==> src/mem_pkg.sv <==
package mem_pkg;

  // ----------------------------------------------------------
  // Sizes
  // ----------------------------------------------------------
  localparam int NUM_BANKS   = 4;
  localparam int BANK_WORDS  = 256;
  localparam int ADDR_W      = 32;
  localparam int DATA_W      = 32;
  localparam int STRB_W      = DATA_W / 8;
  localparam int BANK_W      = 2;
  localparam int INDEX_W     = 8;
  localparam int OFFSET_W    = 2;
  localparam int UPPER_W     = ADDR_W - BANK_W - INDEX_W - OFFSET_W;
  localparam int ORDER_DEPTH = 8;
  localparam int PTR_W       = $clog2(ORDER_DEPTH);

  // Bank latency is LAT_MIN plus a 4-bit random draw.
  localparam int LAT_MIN = 2;
  localparam int LAT_W   = 5;

  localparam logic [7:0] LFSR_SEED = 8'hAA;

  localparam logic [1:0] RESP_OKAY   = 2'd0;
  localparam logic [1:0] RESP_SLVERR = 2'd2;

  // Order queue slots in the merger.
  localparam int Q_RD = 0;
  localparam int Q_WR = 1;

  // ----------------------------------------------------------
  // Address decode
  // ----------------------------------------------------------
  typedef struct packed {
    logic [UPPER_W-1:0]  upper;  // Must be zero.
    logic [BANK_W-1:0]   bank;
    logic [INDEX_W-1:0]  index;
    logic [OFFSET_W-1:0] offset; // Byte lane, ignored.
  } mem_addr_fields_t;

  typedef union packed {
    logic [ADDR_W-1:0] raw;
    mem_addr_fields_t  f;
  } mem_addr_u;

  // ----------------------------------------------------------
  // Requests and responses
  // ----------------------------------------------------------
  typedef struct packed {
    mem_addr_u addr;
  } rd_req_t;

  typedef struct packed {
    mem_addr_u         addr;
    logic [DATA_W-1:0] data;
    logic [STRB_W-1:0] strb;
  } wr_req_t;

  typedef struct packed {
    logic [DATA_W-1:0] data;
    logic [1:0]        resp;
  } rd_rsp_t;

  typedef struct packed {
    logic [1:0] resp;
  } wr_rsp_t;

  // One entry per issued request, in host issue order.
  typedef struct packed {
    logic              err;
    logic [BANK_W-1:0] bank;
  } order_ent_t;

endpackage

==> src/mem_router.sv <==
`timescale 1ns/1ps

module mem_router
  import mem_pkg::*;
(
  input  logic                  clk,
  input  logic                  rstn,

  input  logic                  ar_valid,
  output logic                  ar_ready,
  input  rd_req_t               ar,

  input  logic                  aw_valid,
  output logic                  aw_ready,
  input  mem_addr_u             aw_addr,

  input  logic                  w_valid,
  output logic                  w_ready,
  input  logic [DATA_W-1:0]     w_data,
  input  logic [STRB_W-1:0]     w_strb,

  output logic [NUM_BANKS-1:0]  rd_req_valid,
  input  logic [NUM_BANKS-1:0]  rd_req_ready,
  output rd_req_t               rd_req [NUM_BANKS],

  output logic [NUM_BANKS-1:0]  wr_req_valid,
  input  logic [NUM_BANKS-1:0]  wr_req_ready,
  output wr_req_t               wr_req [NUM_BANKS],

  output logic                  rd_push,
  output order_ent_t            rd_ent,
  output logic                  wr_push,
  output order_ent_t            wr_ent,

  input  logic                  rd_q_full,
  input  logic                  wr_q_full
);

  // ----------------------------------------------------------
  // Read path, forwarded in the cycle of the host transfer
  // ----------------------------------------------------------
  mem_addr_fields_t ar_f;
  logic             ar_err;

  assign ar_f   = ar.addr.f;
  assign ar_err = |ar_f.upper;

  assign ar_ready = !rd_q_full && (ar_err || rd_req_ready[ar_f.bank]);

  always_comb begin
    for (int i = 0; i < NUM_BANKS; i++) begin
      rd_req_valid[i] = ar_valid && !rd_q_full && !ar_err && (ar_f.bank == BANK_W'(i));
      rd_req[i]       = ar;
    end
  end

  assign rd_push = ar_valid && ar_ready;
  assign rd_ent  = '{err: ar_err, bank: ar_f.bank};

  // ----------------------------------------------------------
  // Write path, address and data joined in holding registers
  // ----------------------------------------------------------
  logic              aw_held;
  logic              w_held;
  mem_addr_u         aw_q;
  logic [DATA_W-1:0] w_data_q;
  logic [STRB_W-1:0] w_strb_q;
  logic              wr_err;
  logic              wr_pend;
  logic              wr_fire;
  logic [BANK_W-1:0] wr_bank;

  assign aw_ready = !aw_held;
  assign w_ready  = !w_held;

  assign wr_bank = aw_q.f.bank;
  assign wr_err  = |aw_q.f.upper;
  assign wr_pend = aw_held && w_held && !wr_q_full;
  assign wr_fire = wr_pend && (wr_err || wr_req_ready[wr_bank]);

  always_ff @(posedge clk) begin
    if (rstn) begin
      aw_held <= 1'b0;
      w_held  <= 1'b0;
    end else begin
      if (aw_valid && aw_ready)
        aw_held <= 1'b1;
      else if (wr_fire)
        aw_held <= 1'b0;
      if (w_valid && w_ready)
        w_held <= 1'b1;
      else if (wr_fire)
        w_held <= 1'b0;
    end
  end

  always_ff @(posedge clk) begin
    if (aw_valid && aw_ready)
      aw_q <= aw_addr;
    if (w_valid && w_ready) begin
      w_data_q <= w_data;
      w_strb_q <= w_strb;
    end
  end

  always_comb begin
    for (int i = 0; i < NUM_BANKS; i++) begin
      wr_req_valid[i] = wr_pend && !wr_err && (wr_bank == BANK_W'(i));
      wr_req[i]       = '{addr: aw_q, data: w_data_q, strb: w_strb_q};
    end
  end

  assign wr_push = wr_fire; // Error entries skip the banks.
  assign wr_ent  = '{err: wr_err, bank: wr_bank};

  // Queue depth is tracked in the merger.
  assert property (@(posedge clk) disable iff (rstn) rd_push |-> !rd_q_full)
    else $error("read order entry pushed into a full queue");
  assert property (@(posedge clk) disable iff (rstn) wr_push |-> !wr_q_full)
    else $error("write order entry pushed into a full queue");

endmodule

==> config.mk <==
export PLATFORM = sky130hd
export DESIGN_NAME = mem_router
export DESIGN_NICKNAME = d
export VERILOG_FILES = /design/src/mem_pkg.sv /design/src/mem_router.sv
export SDC_FILE = /design/constraint.sdc
export NUM_CORES = 1
export LEC_CHECK = 0
export BUFFER_PORTS_ARGS = -buffer_cell sky130_fd_sc_hd__clkbuf_2
export CAP_MARGIN = 20
export CORE_AREA = 10 10 200 202
export DETAILED_ROUTE_END_ITERATION = 8
export DIE_AREA = 0 0 210 212
export PLACE_DENSITY_LB_ADDON = 0.08
export RECOVER_POWER = 50
export SKIP_LAST_GASP = 1
export SYNTH_ARGS = -nofsm -noshare
export SYNTH_HDL_FRONTEND = slang
export SYNTH_SLANG_ARGS = --single-unit
==> constraint.sdc <==
create_clock -name clk -period 2.64 [get_ports clk]
set_input_delay 0.66 -clock clk [delete_from_list [all_inputs] [get_ports clk]]
set_output_delay 0.66 -clock clk [all_outputs]
set_load 0.005 [all_outputs]
Yosys cells after proc, flatten, opt, wreduce, memory -nomap -nowiden
Index checks and enable logic that the tools add are counted.

word-level totals
  bits in registers = 70
  output and inout bits = 419
  memories kept = 0
  memory bits (writable) = 0
  bits of input ports = 115
  latch bits = 0
  ROM bits = 0

cells by class
  div/mod/pow operators = 0
  $lt $le $gt $ge = 2
  $add $sub $neg = 0
  multipliers = 0
  eq/ne operators = 6
  reduce and logical (&&, ||, !) cells = 32
  multiplexer cells = 7
  shift-type cells = 0
  bitwise logic cells = 0

operators by type and width
  kind                                                         number
  OR reduction 20 bit                                          2
  logical AND 1 bit                                            18
  equality test 2 bit (second input constant)                  4
  logical NOT 1 bit                                            6
  less-than comparator 2 x 3 -> 1 bit (second input constant)  2
  2-to-1 mux 1 bit                                             5
  binary-select mux 1 bit (select 2 bit)                       2
  equality test 2 x 1 -> 1 bit (second input constant)         2
  logical NOT 2 bit                                            2
  nonzero test 2 bit                                           2
  logical OR 1 bit                                             2

Depth between registers and ports, before layout
  word-level depth = 6
  gate-level depth with buffers = 5
  gate-level depth less buffers = 4

Least setup slack after synthesis
No wires, ideal clock.

  path type = input to register
  from = input port w_valid
  to = register w_held
  stages on the path = 3
  arrival = 2716 ps
  slack = -171 ps
  cells stage by stage = nor2b_1 a22oi_1 o41ai_2

between the ends
  word-level cells in the longest chain between the ends = 2

ends and longest elaborated chain
  what                                                    line              text
  from (decl)                                             mem_router.sv:17  input logic w_valid,
  logical AND 1 bit *                                     mem_router.sv:90  if (w_valid && w_ready)
  2-to-1 mux 1 bit or nonzero test 2 bit (tied branches)  n/a
  to (signal assigned)                                    mem_router.sv:84  w_held <= 1'b0;
  to (signal assigned)                                    mem_router.sv:91  w_held <= 1'b1;
  to (signal assigned)                                    mem_router.sv:93  w_held <= 1'b0;
  to (decl)                                               mem_router.sv:64  logic w_held;

Every way passes the cells marked *; elsewhere a longest branch is shown, timed or not.
A chain may end at the register's enable or synchronous reset.

Final worst setup path
  from = input port ar[26] (netlist bit)
  to = output port rd_req_valid[0]

between the ends
  word-level cells in the longest chain between the ends = 4

ends and longest elaborated chain
  what                            line              text
  from (decl)                     mem_router.sv:11  input rd_req_t ar,
  OR reduction 20 bit             mem_router.sv:46  assign ar_err = |ar_f.upper;
  logical NOT 1 bit               mem_router.sv:52  rd_req_valid[i] = ar_valid && !rd_q_full && !ar_err && (ar_f.bank == BANK_W'(i));
  logical AND 1 bit (2 in a row)  mem_router.sv:52
  to (decl)                       mem_router.sv:22  output logic [NUM_BANKS-1:0] rd_req_valid,

No other way between the ends.

==> out/results.ini <==
[global_routing]
grtUsageMet2 = 0.149
grt_pass1_vias = 4047
grt_use_met1 = 0.0724
busiest_layer = met2
grt_pass1_wl_mm = 27.2
grt_use_met3 = 0.0522
track_usage = 0.0830
grt_max_degree = 33
overflow = 0
antenna_found_initial = 2

[sta]
worst_pin_slew_ns = 1.23
setup_viol = 2
whs_ns = 0.471
max_freq_mhz = 370
max_slew_margin = 0.181
slew_viol_final = 0
rsz0062_at_grt = yes
period_share = 1.02
hold_viol = 0
tns_ns = -0.0902
period_needed_ns = 2.71
setup_slack_ns = -0.0659
skew_ns = 0.0107

[critical_path]
cpMaxStageDelayCell = or4_4
critPathMaxStageDelay_ns = 0.55
crit_chain = buf_6 -> or4_4 -> or2_4 -> nor4_2 -> buf_2
end_kind = primary output
path_max_fanout = 5
cp_data_arrival_time_ns = 2.05
start_kind = primary input
crit_required_ns = 1.98
critical_path_class = in2out

[routing]
num_vias = 3498
routedWlPerCell_um = 18.1
drt_iter0_drc = 126
dr.pass1.iters = 4
viasPerCell = 3.10
drt-total-wl_mm = 20.5
postRouteAntennaNets = 0
detail_route.drc_violations = 0

[worst_hold_path]
min_path_type = in2reg

[placed_design]
dp_hpwl_mm = 17.6
routabilityCongestion = 0.839
port_buffers = 483
placed_area_mm2 = 0.00573
placed_cells = 1109

[logic_synthesis]
syn_area_mm2 = 0.00494
synth_cell_types = 22
ys_warn_count = 0
synth_top_area_frac = 0.514
synth-edff-count = 68
synthArstFlopShare = 0
synth_seq_cells = 70
post_synth.cell_area_avg_um2 = 10.8
synth_area_leaders = buf_4 51%, edfxtp_1 41%, nor4_1 1.9%
syn_inst = 456
synthTopCellsByCount = 338 x buf_4, 68 x edfxtp_1, 15 x nor4_1
synth.most_common_cell = buf_4
yosys.area.top_type = buf_4
synth_seq_area_share = 0.422
synth.net_count = 571
synth_flop_cell = edfxtp_1

[cells_and_area]
finalNonFillerCells = 1130
fin_util = 0.171
design_area_mm2 = 0.00616
n_antenna_cell = 0
syn_to_final_growth_pct = 24.8
nets = 772
layout-drive-gt1-share = 0.733

[job]
max_cap_viol_count = 0

[power]
ir_drop_uv = 362
power_density_mw_per_mm2 = 519
p_leak_nw = 2.95

[clock_tree]
cts_buffer_depth = 2
cts_sinks = 70
cts_max_level = 3
cts_tree = done
hold_buffers = 0
clk_pin_slew_worst_paths_ns = 0.07
root_buffer = clkbuf_16
cts_buffers = 9
insertion_delay_ns = 0.36

[floorplanning]
dieArea_mm2 = 0.0445
rows = 70
ioPinCount = 534
initial_core_util = 0.137
die_h_um = 212
fp.dieW_um = 210
core-area_mm2 = 0.0361

[run_status]
violations = negative setup slack
outcome = complete, but fails checks

==> metrics by stage <==
| stage | power [W] | worst slack [ns] |
|---|---|---|
| after floorplan | 0.00190 | 0.108 |
| after global placement | 0.00209 | -0.416 |
| after detailed placement | 0.00207 | -0.449 |
| after CTS | 0.00333 | -0.0763 |
| after global routing | 0.00340 | -0.113 |
| final | 0.00319 | -0.0659 |
==> path summary, 6_finish.rpt <==
kind / start / to / slack [ns] / depth (start not counted)
setup / recovery: ar[26] / rd_req_valid[0] / -0.07 / 5
hold / removal: w_data[12] / w_data_q[12] / 0.47 / 1
hold reg to reg: aw_held / aw_held / 0.53 / 2
setup reg to reg: w_held / w_strb_q[0] / 0.36 / 2
==> critical path: cells and delay by family <==
family	cells	cell delay [ns]
and+or+nand+nor	3	1.12
buffers and inverters	2	0.26
==> final cells by class <==
type / instances / area, µm²
clock inverter: 6 / 37.5
clock buffer: 10 / 229
sequential: 70 / 2080
fill: 4062 / 29900
tap: 468 / 586
timing repair buffer: 530 / 2730
multi-input combinational: 38 / 462
inverter: 8 / 30.0
==> metal layers <==
layer,part of all wire,wire length [µm]
met5,0.00093,19
met4,0.020,408
met3,0.13,2710
met2,0.53,10800
met1,0.32,6510
==> state kept, by name, summed over array words and instances (netlist names) <==
register / flops
aw_held: 1
w_data_q: 32
aw_q: 32
w_held: 1
w_strb_q: 4
==> logic make-up after synthesis <==
kind of cell	share of synthesized area
simple gates	0.0398
mux	0.00912
compound gates	0.00609
buf+inv	0.523
flops	0.422
==> placed cells by master, fill, tap and decap left out <==
cell type   netlist  layout
buf_2             0       7
nand2b_1          1       1
inv_6             0       1
nor2_1            5       4
nor4_1           15       2
nor3_1            2       1
and3_2            0       1
dfxtp_1           2       2
nand2_4           0       1
or2_4             0       1
clkbuf_16         0       9
clkinv_1          0       1
buf_1             0       1
nor2b_1           2       1
edfxtp_1         68      68
a31oi_1           1       1
clkinvlp_4        0       2
clkbuf_8          0       1
buf_4           338      43
buf_6             1      11
nor4_4            0       8
mux4_2            2       2
nor3_2            0       1
clkbuf_2          0     382
or3_4             0       1
clkinv_2          0       2
clkbuf_4          0       1
inv_1             8       8
a22oi_1           1       1
clkbuf_1          1      85
nor2b_2           0       1
nor4_2            0       5
nand4_1           1       1
nor2_4            0       1
o41ai_2           1       1
or4_4             1       3
==> power by group <==
| group | total (W) | switching [W] | internal (W) |
|---|---|---|---|
| clock network | 0.00117 | 0.000536 | 0.000633 |
| logic | 0.000635 | 0.000328 | 0.000307 |
| registers | 0.00139 | 0.0000755 | 0.00131 |
==> repair_timing <==
action | CTS | global route
setup buffers | 6 | 2
pin swaps | 7 | 6
gates resized for setup | 22 | 40
setup endpoints to repair | 12 | 13
No activity file was read; power rests on OpenSTA's default activity.
