==> src/mem_pkg.sv <==
package mem_pkg;

  // ----------------------------------------------------------
  // Sizes
  // ----------------------------------------------------------
  localparam int NUM_BANKS   = 4;
  localparam int BANK_WORDS  = 256;
  localparam int ADDR_W      = 32;
  localparam int DATA_W      = 32;
  localparam int STRB_W      = DATA_W / 8;
  localparam int BANK_W      = 2;
  localparam int INDEX_W     = 8;
  localparam int OFFSET_W    = 2;
  localparam int UPPER_W     = ADDR_W - BANK_W - INDEX_W - OFFSET_W;
  localparam int ORDER_DEPTH = 8;
  localparam int PTR_W       = $clog2(ORDER_DEPTH);

  // Bank latency is LAT_MIN plus a 4-bit random draw.
  localparam int LAT_MIN = 2;
  localparam int LAT_W   = 5;

  localparam logic [7:0] LFSR_SEED = 8'hAA;

  localparam logic [1:0] RESP_OKAY   = 2'd0;
  localparam logic [1:0] RESP_SLVERR = 2'd2;

  // Order queue slots in the merger.
  localparam int Q_RD = 0;
  localparam int Q_WR = 1;

  // ----------------------------------------------------------
  // Address decode
  // ----------------------------------------------------------
  typedef struct packed {
    logic [UPPER_W-1:0]  upper;  // Must be zero.
    logic [BANK_W-1:0]   bank;
    logic [INDEX_W-1:0]  index;
    logic [OFFSET_W-1:0] offset; // Byte lane, ignored.
  } mem_addr_fields_t;

  typedef union packed {
    logic [ADDR_W-1:0] raw;
    mem_addr_fields_t  f;
  } mem_addr_u;

  // ----------------------------------------------------------
  // Requests and responses
  // ----------------------------------------------------------
  typedef struct packed {
    mem_addr_u addr;
  } rd_req_t;

  typedef struct packed {
    mem_addr_u         addr;
    logic [DATA_W-1:0] data;
    logic [STRB_W-1:0] strb;
  } wr_req_t;

  typedef struct packed {
    logic [DATA_W-1:0] data;
    logic [1:0]        resp;
  } rd_rsp_t;

  typedef struct packed {
    logic [1:0] resp;
  } wr_rsp_t;

  // One entry per issued request, in host issue order.
  typedef struct packed {
    logic              err;
    logic [BANK_W-1:0] bank;
  } order_ent_t;

endpackage

==> src/mem_resp_merge.sv <==
`timescale 1ns/1ps

module mem_resp_merge
  import mem_pkg::*;
(
  input  logic                 clk,
  input  logic                 rstn,

  input  logic                 rd_push,
  input  order_ent_t           rd_ent,
  input  logic                 wr_push,
  input  order_ent_t           wr_ent,

  output logic                 rd_q_full,
  output logic                 wr_q_full,

  input  logic [NUM_BANKS-1:0] rd_rsp_valid,
  output logic [NUM_BANKS-1:0] rd_rsp_ready,
  input  rd_rsp_t              rd_rsp [NUM_BANKS],

  input  logic [NUM_BANKS-1:0] wr_rsp_valid,
  output logic [NUM_BANKS-1:0] wr_rsp_ready,
  input  wr_rsp_t              wr_rsp [NUM_BANKS],

  output logic                 r_valid,
  input  logic                 r_ready,
  output rd_rsp_t              r,

  output logic                 b_valid,
  input  logic                 b_ready,
  output wr_rsp_t              b
);

  // ----------------------------------------------------------
  // Order queues, slot Q_RD for reads and Q_WR for writes
  // ----------------------------------------------------------
  order_ent_t       q_mem [2][ORDER_DEPTH];
  logic [PTR_W-1:0] wptr  [2];
  logic [PTR_W-1:0] rptr  [2];
  logic [PTR_W:0]   count [2];
  logic [1:0]       push;
  logic [1:0]       pop;
  logic [1:0]       busy;
  order_ent_t       push_ent [2];
  order_ent_t       rd_head;
  order_ent_t       wr_head;

  assign push           = {wr_push, rd_push};
  assign push_ent[Q_RD] = rd_ent;
  assign push_ent[Q_WR] = wr_ent;
  assign pop            = {b_valid && b_ready, r_valid && r_ready};

  always_ff @(posedge clk) begin
    if (rstn) begin
      for (int q = 0; q < 2; q++) begin
        wptr[q]  <= '0;
        rptr[q]  <= '0;
        count[q] <= '0;
      end
    end else begin
      for (int q = 0; q < 2; q++) begin
        if (push[q])
          wptr[q] <= wptr[q] + 1'b1;
        if (pop[q])
          rptr[q] <= rptr[q] + 1'b1;
        count[q] <= count[q] + (PTR_W+1)'(push[q]) - (PTR_W+1)'(pop[q]);
      end
    end
  end

  always_ff @(posedge clk) begin
    for (int q = 0; q < 2; q++) begin
      if (push[q])
        q_mem[q][wptr[q]] <= push_ent[q];
    end
  end

  assign busy[Q_RD] = count[Q_RD] != '0;
  assign busy[Q_WR] = count[Q_WR] != '0;
  assign rd_q_full  = count[Q_RD] == (PTR_W+1)'(ORDER_DEPTH);
  assign wr_q_full  = count[Q_WR] == (PTR_W+1)'(ORDER_DEPTH);
  assign rd_head    = q_mem[Q_RD][rptr[Q_RD]];
  assign wr_head    = q_mem[Q_WR][rptr[Q_WR]];

  // ----------------------------------------------------------
  // Host side, head entry picks the source
  // ----------------------------------------------------------
  assign r_valid = busy[Q_RD] && (rd_head.err || rd_rsp_valid[rd_head.bank]);
  assign r       = rd_head.err ? '{data: '0, resp: RESP_SLVERR} : rd_rsp[rd_head.bank];

  assign b_valid = busy[Q_WR] && (wr_head.err || wr_rsp_valid[wr_head.bank]);
  assign b       = wr_head.err ? '{resp: RESP_SLVERR} : wr_rsp[wr_head.bank];

  // Only the bank at the head sees the host ready.
  always_comb begin
    for (int i = 0; i < NUM_BANKS; i++) begin
      rd_rsp_ready[i] = busy[Q_RD] && !rd_head.err && (rd_head.bank == BANK_W'(i)) && r_ready;
      wr_rsp_ready[i] = busy[Q_WR] && !wr_head.err && (wr_head.bank == BANK_W'(i)) && b_ready;
    end
  end

  assert property (@(posedge clk) disable iff (rstn) pop[Q_RD] |-> busy[Q_RD])
    else $error("read order queue popped while empty");
  assert property (@(posedge clk) disable iff (rstn) pop[Q_WR] |-> busy[Q_WR])
    else $error("write order queue popped while empty");

endmodule

==> config.mk <==
export PLATFORM = sky130hd
export DESIGN_NAME = mem_resp_merge
export DESIGN_NICKNAME = d
export VERILOG_FILES = /design/src/mem_pkg.sv /design/src/mem_resp_merge.sv
export SDC_FILE = /design/constraint.sdc
export NUM_CORES = 1
export LEC_CHECK = 0
export ABC_AREA = 1
export BUFFER_PORTS_ARGS = -buffer_cell sky130_fd_sc_hd__buf_2
export CAP_MARGIN = 25
export CORE_MARGIN = 1
export CORE_UTILIZATION = 42
export DETAILED_ROUTE_END_ITERATION = 16
export PLACE_DENSITY = 0.77
export SYNTH_ARGS = -nofsm -noshare
export SYNTH_HDL_FRONTEND = slang
export SYNTH_SLANG_ARGS = --single-unit
==> constraint.sdc <==
create_clock -name clk -period 2.5 [get_ports clk]
set_clock_uncertainty 0.1 [all_clocks]
set_input_delay 0.25 -clock clk [delete_from_list [all_inputs] [get_ports clk]]
set_output_delay 0.25 -clock clk [all_outputs]
set_load 0.005 [all_outputs]
---- After elaboration in Yosys (flattened, before gate mapping) ----
Memory sizes are Yosys's and may differ from the RTL's.
Cells that the tools add are included.
storage, ports and cells
  register bits ........................... 0
  bits in latches ......................... 0
  RAM bits ................................ 68
  memory bits (read-only) ................. 0
  input bits .............................. 164
  output and inout bits ................... 48
  word-level logic and storage cells ...... 119
  memories kept ........................... 4
memories
  name   words  bits a word  read ports  clocked after memory_dff  write ports  RTL line              RTL
  q_mem  2      24           2           0                         2            mem_resp_merge.sv:37  order_ent_t q_mem [2][ORDER_DEPTH];
  count  2      4            2           0                         2            mem_resp_merge.sv:40  logic [PTR_W:0] count [2];
  rptr   2      3            2           0                         2            mem_resp_merge.sv:39  logic [PTR_W-1:0] rptr [2];
  wptr   2      3            2           0                         2            mem_resp_merge.sv:38  logic [PTR_W-1:0] wptr [2];
cells by class
  $add $sub $neg .......................... 8
  $mul .................................... 0
  divide/modulo/power cells ............... 0
  magnitude comparators ................... 10
  eq/ne operators ......................... 8
  shift-type cells ........................ 0
  muxes and demuxes ....................... 45
  bitwise gates (word level) .............. 12
  reduce and logical (&&, ||, !) cells .... 32
operators with widths
  cell                                                        number
  2-to-1 mux 34 bit                                           3
  binary-select mux 34 bit (select 2 bit)                     1
  2-to-1 mux 24 bit                                           2
  2-to-1 mux 3 bit                                            10
  logical AND 1 bit                                           24
  binary-select mux 3 bit (select 3 bit)                      2
  demux 3 bit (select 3 bit)                                  2
  2-to-1 mux 1 bit                                            17
  greater-or-equal comparator 4 bit, second input constant    4
  inverter 3 -> 4 bit                                         4
  adder 3 x 1 -> 3 bit, second input constant                 4
  adder 4 x 1 -> 4 bit                                        2
  == test 2 bit, second input constant                        4
  == test 4 bit, second input constant                        2
  less-than comparator 4 x 1 -> 1 bit, second input constant  2
  2-to-1 mux 4 bit                                            2
  nonzero test 4 bit                                          2
  subtractor 4 x 1 -> 4 bit                                   2
  greater-or-equal comparator 3 bit, second input constant    2
  less-than comparator 2 x 3 -> 1 bit, second input constant  2
  2-to-1 mux 2 bit                                            3
  inverter 2 -> 3 bit                                         2
  OR 1 bit                                                    6
  binary-select mux 1 bit (select 2 bit)                      2
  other kinds (5)                                             9

---- Longest topological paths before layout ----
  depth after elaboration ................. 13
  gate-level depth with buffers ........... 20
  depth with buffers taken out ............ 20

---- Worst setup path before layout ----
No wires, ideal clock.
  path kind ............................... reg2reg
  start point ............................. memory rptr[0][0] (netlist bit)
  end point ............................... memory count[0][2] (netlist bit)
  library setup time ...................... 0.115 ns
  arrival ................................. 2.377 ns
  data required time ...................... 2.285 ns
  setup slack ............................. -0.092 ns
  cell stages (with the launch flop) ...... 18
  path buffers ............................ 1
  period minus slack after synthesis ...... 2.592 ns
  cell sequence ........................... edfxtp_1 > buf_4 > nand2_1 > nand3_1 > nand2_1 > nand2_2 > nand2_4 > inv_6 > nand2_1 > nand3_2 > nand2_1 > inv_1 > ha_1 > inv_1 > ha_1 > fa_1 > xnor2_1 > nor2_1
RTL lines
  item             RTL line
  start, declared  mem_resp_merge.sv:39
  end, declared    mem_resp_merge.sv:40

==> results.md <==
- The flow ran to the end, but the final reports show violations.
- The final reports fail on negative setup slack.
- Summing over every cut layer, the via total after detailed routing is 4780.
- The number of global-route vias before repair is 4384.
- The total number of H-tree levels is 3.
- In the final routed layout, each cell accounts on average for 18.8 µm.
- The clock latency reported for the late side of the worst-skew pair is 350 ps.
- The number of antenna violations at the first check in global routing is 6.
- In this run the most critical hold path is launched from rstn.
- The number of nets in the synthesized netlist is 663.
- The sequential cell area fraction in the yosys report is 45.3%.
- The final routed wirelength across all metal layers is 16500 µm.
- Using the TritonRoute via totals, the vias-per-cell ratio works out to 5.46.
- After routing, the total negative slack on setup checks comes to -8260 ps.
- The number of cells produced by synthesis is 481.
- The routing usage on met1 is 32.6%.
- The number of nets in the layout is 912.
- The chip width is 103 µm.
- The number of fill cells is 752.
- Summed over all layers, the global routing overflow is 0.
- Of all nets on the critical path, the largest fanout is 12.
- The most used flip-flop cell after synthesis is sky130_fd_sc_hd__edfxtp_1.
- The Yosys step of the flow raised 0 warnings.
- Counting tap cells, the placed design contains a total of 832 instances.
- The area of the die is 10700 µm².
- After routing the design area is 6720 µm².
- By startpoint and endpoint, the worst setup path is classified as reg -> out.
- The busiest metal layer after global routing is met2.
- Clock tree synthesis selected as its root buffer the cell sky130_fd_sc_hd__clkbuf_8.
- The number of optimization iterations in the first detailed-route pass is 5.
- The number of max-slew violations in the final report is 0.
- The number of clock sinks is 68.
- Once placement finished, the instance area stood at 5660 µm².
- The maximum number of pins on one net before global-route repair is 35.
- For this design, the slowest cell found on the critical path is sky130_fd_sc_hd__edfxtp_1.
- STA classifies the critical path endpoint as an output port.
- The count of cell types in the netlist is 34.
- TritonCTS built the clock tree.
- The number of buffer cells added on primary ports is 211.
- The cell depth of the worst flop-to-flop path is 18.
- The number of register bits inferred by synthesis is 68.
- Compared with the post-synthesis result, the final layout area differs by 55.4%.
- After clock tree synthesis, the clock-pin slew on the worst setup and hold paths is 80 ps.
- The post-layout instance count excluding filler cells is 875.
- The maximum single-stage delay on the critical path is 450 ps.
- In the finished design, the share of the clock period the worst path needs comes to 112%.
- The clock period minus worst slack is 2800 ps.
- The global routing usage on met2 is 49.2%.
- Dividing the synthesized area by the synthesized cell count gives 9.00 µm².
- 212 I/O pins were placed.
- The DRC violations left is 0.
- The final hold violation count is 0.
- The weighted congestion at the end of routability-driven global placement is 0.929.
- The instance count along the most critical hold path is 2.
- The final HPWL from detailed placement is 11600 µm.
- The share of flip-flops with an asynchronous set or reset after synthesis is 0%.
- The worst min-delay path class is in -> reg.
- The smallest setup slack after layout is -298 ps.
- The floorplan has 36 rows.
- At the worst endpoint, the arrival time is 2450 ps.
- The global-route wire length before repair is 22100 µm.
- Before CTS, the worst setup slack after placement is -205 ps.
- Across the run, the number of max-cap violations was 0.
- The cell area that synthesis handed to floorplanning was 4330 µm².
- The number of clock buffers inserted by TritonCTS is 9.
- The region available for standard cell placement spans 9860 µm².
- The clock passes through at most 2 buffers.
- Once detail routing completed, the nets flagged for antenna violations numbered 0.
- The die is 103 µm tall.
- Global routing consumed, on the met3 layer, 6.52% of the routing resources.
- Global routing used 28.2% of the available tracks across all layers.
- Setup violations remaining at the end of the flow were counted as 42.
- For this configuration, the core starts out at a cell density of 43.9%.
- The share of synthesized area in the top cell type comes to 41.6%.
- The worst flop-to-flop path endpoint is count[0][1].
- The start of the worst register-to-register path is rptr[0][0].
- Setup repair after global routing could not meet its margin everywhere.
- The maximum vdd ir drop is 0.804 mV.
- Yosys mapped a number of flops with a built-in enable equal to 60.
- The analysis attributes to cell leakage a power of 3.06 nW.
- sky130_fd_sc_hd__edfxtp_1 takes more of the synthesized area than any other cell.
- The share of cells above drive strength 1 is 53.7%.
- The kind of start point of the critical path is a register.
- The power density over cell area is 1440 nW/µm².
- The highest attainable clock frequency is 357 MHz.
- The actual transition at the worst max-transition pin is 441 ps.
- Ranked by total cell area, the synthesized netlist is headed by sky130_fd_sc_hd__edfxtp_1 42%, sky130_fd_sc_hd__a22oi_1 12%, sky130_fd_sc_hd__nand2_1 8.4%.
- The capture endpoint of the worst hold path is count[0][5].
- The tightest slew margin relative to the limit is 70.4%.
- For this design, the CTS-stage hold fixing added 0 buffers.
- Traced cell by cell, the critical path runs through buf_6, buf_6, nand2_2, nand3_2, nand3_4, nand2_4, buf_8, buf_12, nor2_8, buf_12, a22oi_1, a21oi_1, buf_2.
- Data on the critical path is required at its endpoint by 2150 ps.
- Cells fill 68.2% of the core in the end.
- The reg2reg setup slack is -200 ps.
- The detailed router's first-iteration violation count is 248.
-- cells by family (layout without fill, tap and decap cells) --
| kind of cell | Yosys count | after routing | synth area share (%) |
|---|---|---|---|
| AOI/OAI and AO/OA | 130 | 130 | 19.5 |
| xor gates and xnor gates | 6 | 6 | 1.21 |
| adders and majority gates | 18 | 18 | 5.55 |
| buffers and inverters | 76 | 330 | 8.88 |
| DFF | 68 | 68 | 45.3 |
| other | 0 | 7 | 0 |
| and+or+nand+nor | 183 | 183 | 19.5 |
-- placed cells by master (no fill, tap or decap), types with 7 or more instances in the layout --
cell	count
sky130_fd_sc_hd__buf_2	211
sky130_fd_sc_hd__nand2_1	74
sky130_fd_sc_hd__edfxtp_1	60
sky130_fd_sc_hd__inv_1	41
sky130_fd_sc_hd__a22oi_1	40
sky130_fd_sc_hd__a21oi_1	39
sky130_fd_sc_hd__nor2_1	30
sky130_fd_sc_hd__a22oi_2	28
sky130_fd_sc_hd__nand2_2	21
sky130_fd_sc_hd__buf_6	17
sky130_fd_sc_hd__nand3_1	16
sky130_fd_sc_hd__buf_4	16
sky130_fd_sc_hd__a21oi_2	12
sky130_fd_sc_hd__ha_1	11
sky130_fd_sc_hd__nand3_2	10
sky130_fd_sc_hd__nand2_4	9
sky130_fd_sc_hd__clkbuf_8	9
sky130_fd_sc_hd__inv_2	8
sky130_fd_sc_hd__dfxtp_1	8
sky130_fd_sc_hd__buf_12	8
sky130_fd_sc_hd__diode_2	7
-- flip-flops by register name, summed over array words and instances, names as in the netlist --
signal	cells
wptr	6
count	8
q_mem	48
rptr	6
-- how the worst max path moves through the flow --
stage / slack [ps] / startpoint / endpoint / depth (start not counted)
6_report: -300 / rptr[0][0] / r[14] / 13
5_1_grt: -390 / rptr[0][0] / r[10] / 14
3_3_place_gp: -90 / rptr[0][3] / count[0][5] / 17
4_1_cts: -230 / rptr[0][0] / r[33] / 14
3_5_place_dp: -200 / rptr[0][3] / count[0][7] / 16
2_1_floorplan: -20 / rptr[0][0] / count[0][1] / 18
-- metal layers --
metal  part of all wire, %  vias up
met3                   6.5       51
met2                    51      237
li1                      -     2208
met4                   4.1        0
met1                    39     2284
met5                     0        -
-- worst max-delay path: cells and delay by family, from the launching register on --
family | cells | cell delay, ps
DFF | 1 | 450
AOI/OAI and AO/OA | 2 | 290
and+or+nand+nor | 5 | 510
buffers and inverters | 6 | 830
-- cell type report --
type	count	area, µm²	share of cell area [%]
clock buffers	10	128	1.90
diodes	7	17.5	0.261
inverters	57	264	3.93
multi-input cells	337	2480	36.9
flip-flops and latches	68	1960	29.2
well taps	133	166	2.48
repair buffers	256	1620	24.1
clock inverters	6	72.6	1.08
repair inverters	1	6.26	0.0931
-- cells in the mapped netlist (2+ instances only) --
master	n
sky130_fd_sc_hd__buf_4	9
sky130_fd_sc_hd__nand3_1	26
sky130_fd_sc_hd__nand2_1	97
sky130_fd_sc_hd__buf_6	7
sky130_fd_sc_hd__xnor2_1	5
sky130_fd_sc_hd__a21oi_1	51
sky130_fd_sc_hd__nor2_8	3
sky130_fd_sc_hd__nand2_2	4
sky130_fd_sc_hd__inv_1	52
sky130_fd_sc_hd__a22oi_1	68
sky130_fd_sc_hd__a22o_1	4
sky130_fd_sc_hd__inv_6	2
sky130_fd_sc_hd__nor2_1	35
sky130_fd_sc_hd__nand2_4	3
sky130_fd_sc_hd__edfxtp_1	60
sky130_fd_sc_hd__a31oi_1	2
sky130_fd_sc_hd__nor3b_1	2
sky130_fd_sc_hd__o21ai_0	2
sky130_fd_sc_hd__nand3_2	3
sky130_fd_sc_hd__or2_2	2
sky130_fd_sc_hd__fa_1	2
sky130_fd_sc_hd__nor3_1	6
sky130_fd_sc_hd__dfxtp_1	8
sky130_fd_sc_hd__clkbuf_1	3
sky130_fd_sc_hd__ha_1	16
-- metrics by stage --
stage	power, mW	hold slack (ps)
after floorplan	4.90	217
after global placement	6.47	417
after detailed placement	6.61	435
after CTS	8.73	72.2
after global routing	10.3	72.4
final	9.71	76.7
-- power breakdown --
part,internal [mW],leakage (nW),total [mW],switching [mW]
sequential,1.39,0.631,1.49,0.0990
clock,0.471,0.0975,0.908,0.438
combinational,3.37,2.33,7.31,3.94
total,5.23,3.06,9.71,4.48
-- timing repair --
action,in CTS,in global routing
gates resized for setup,58,101
setup endpoints to repair,40,47
cloned,5,2
buffers inserted,10,4
pin swaps,23,41
(Power assumes the default switching activity.)
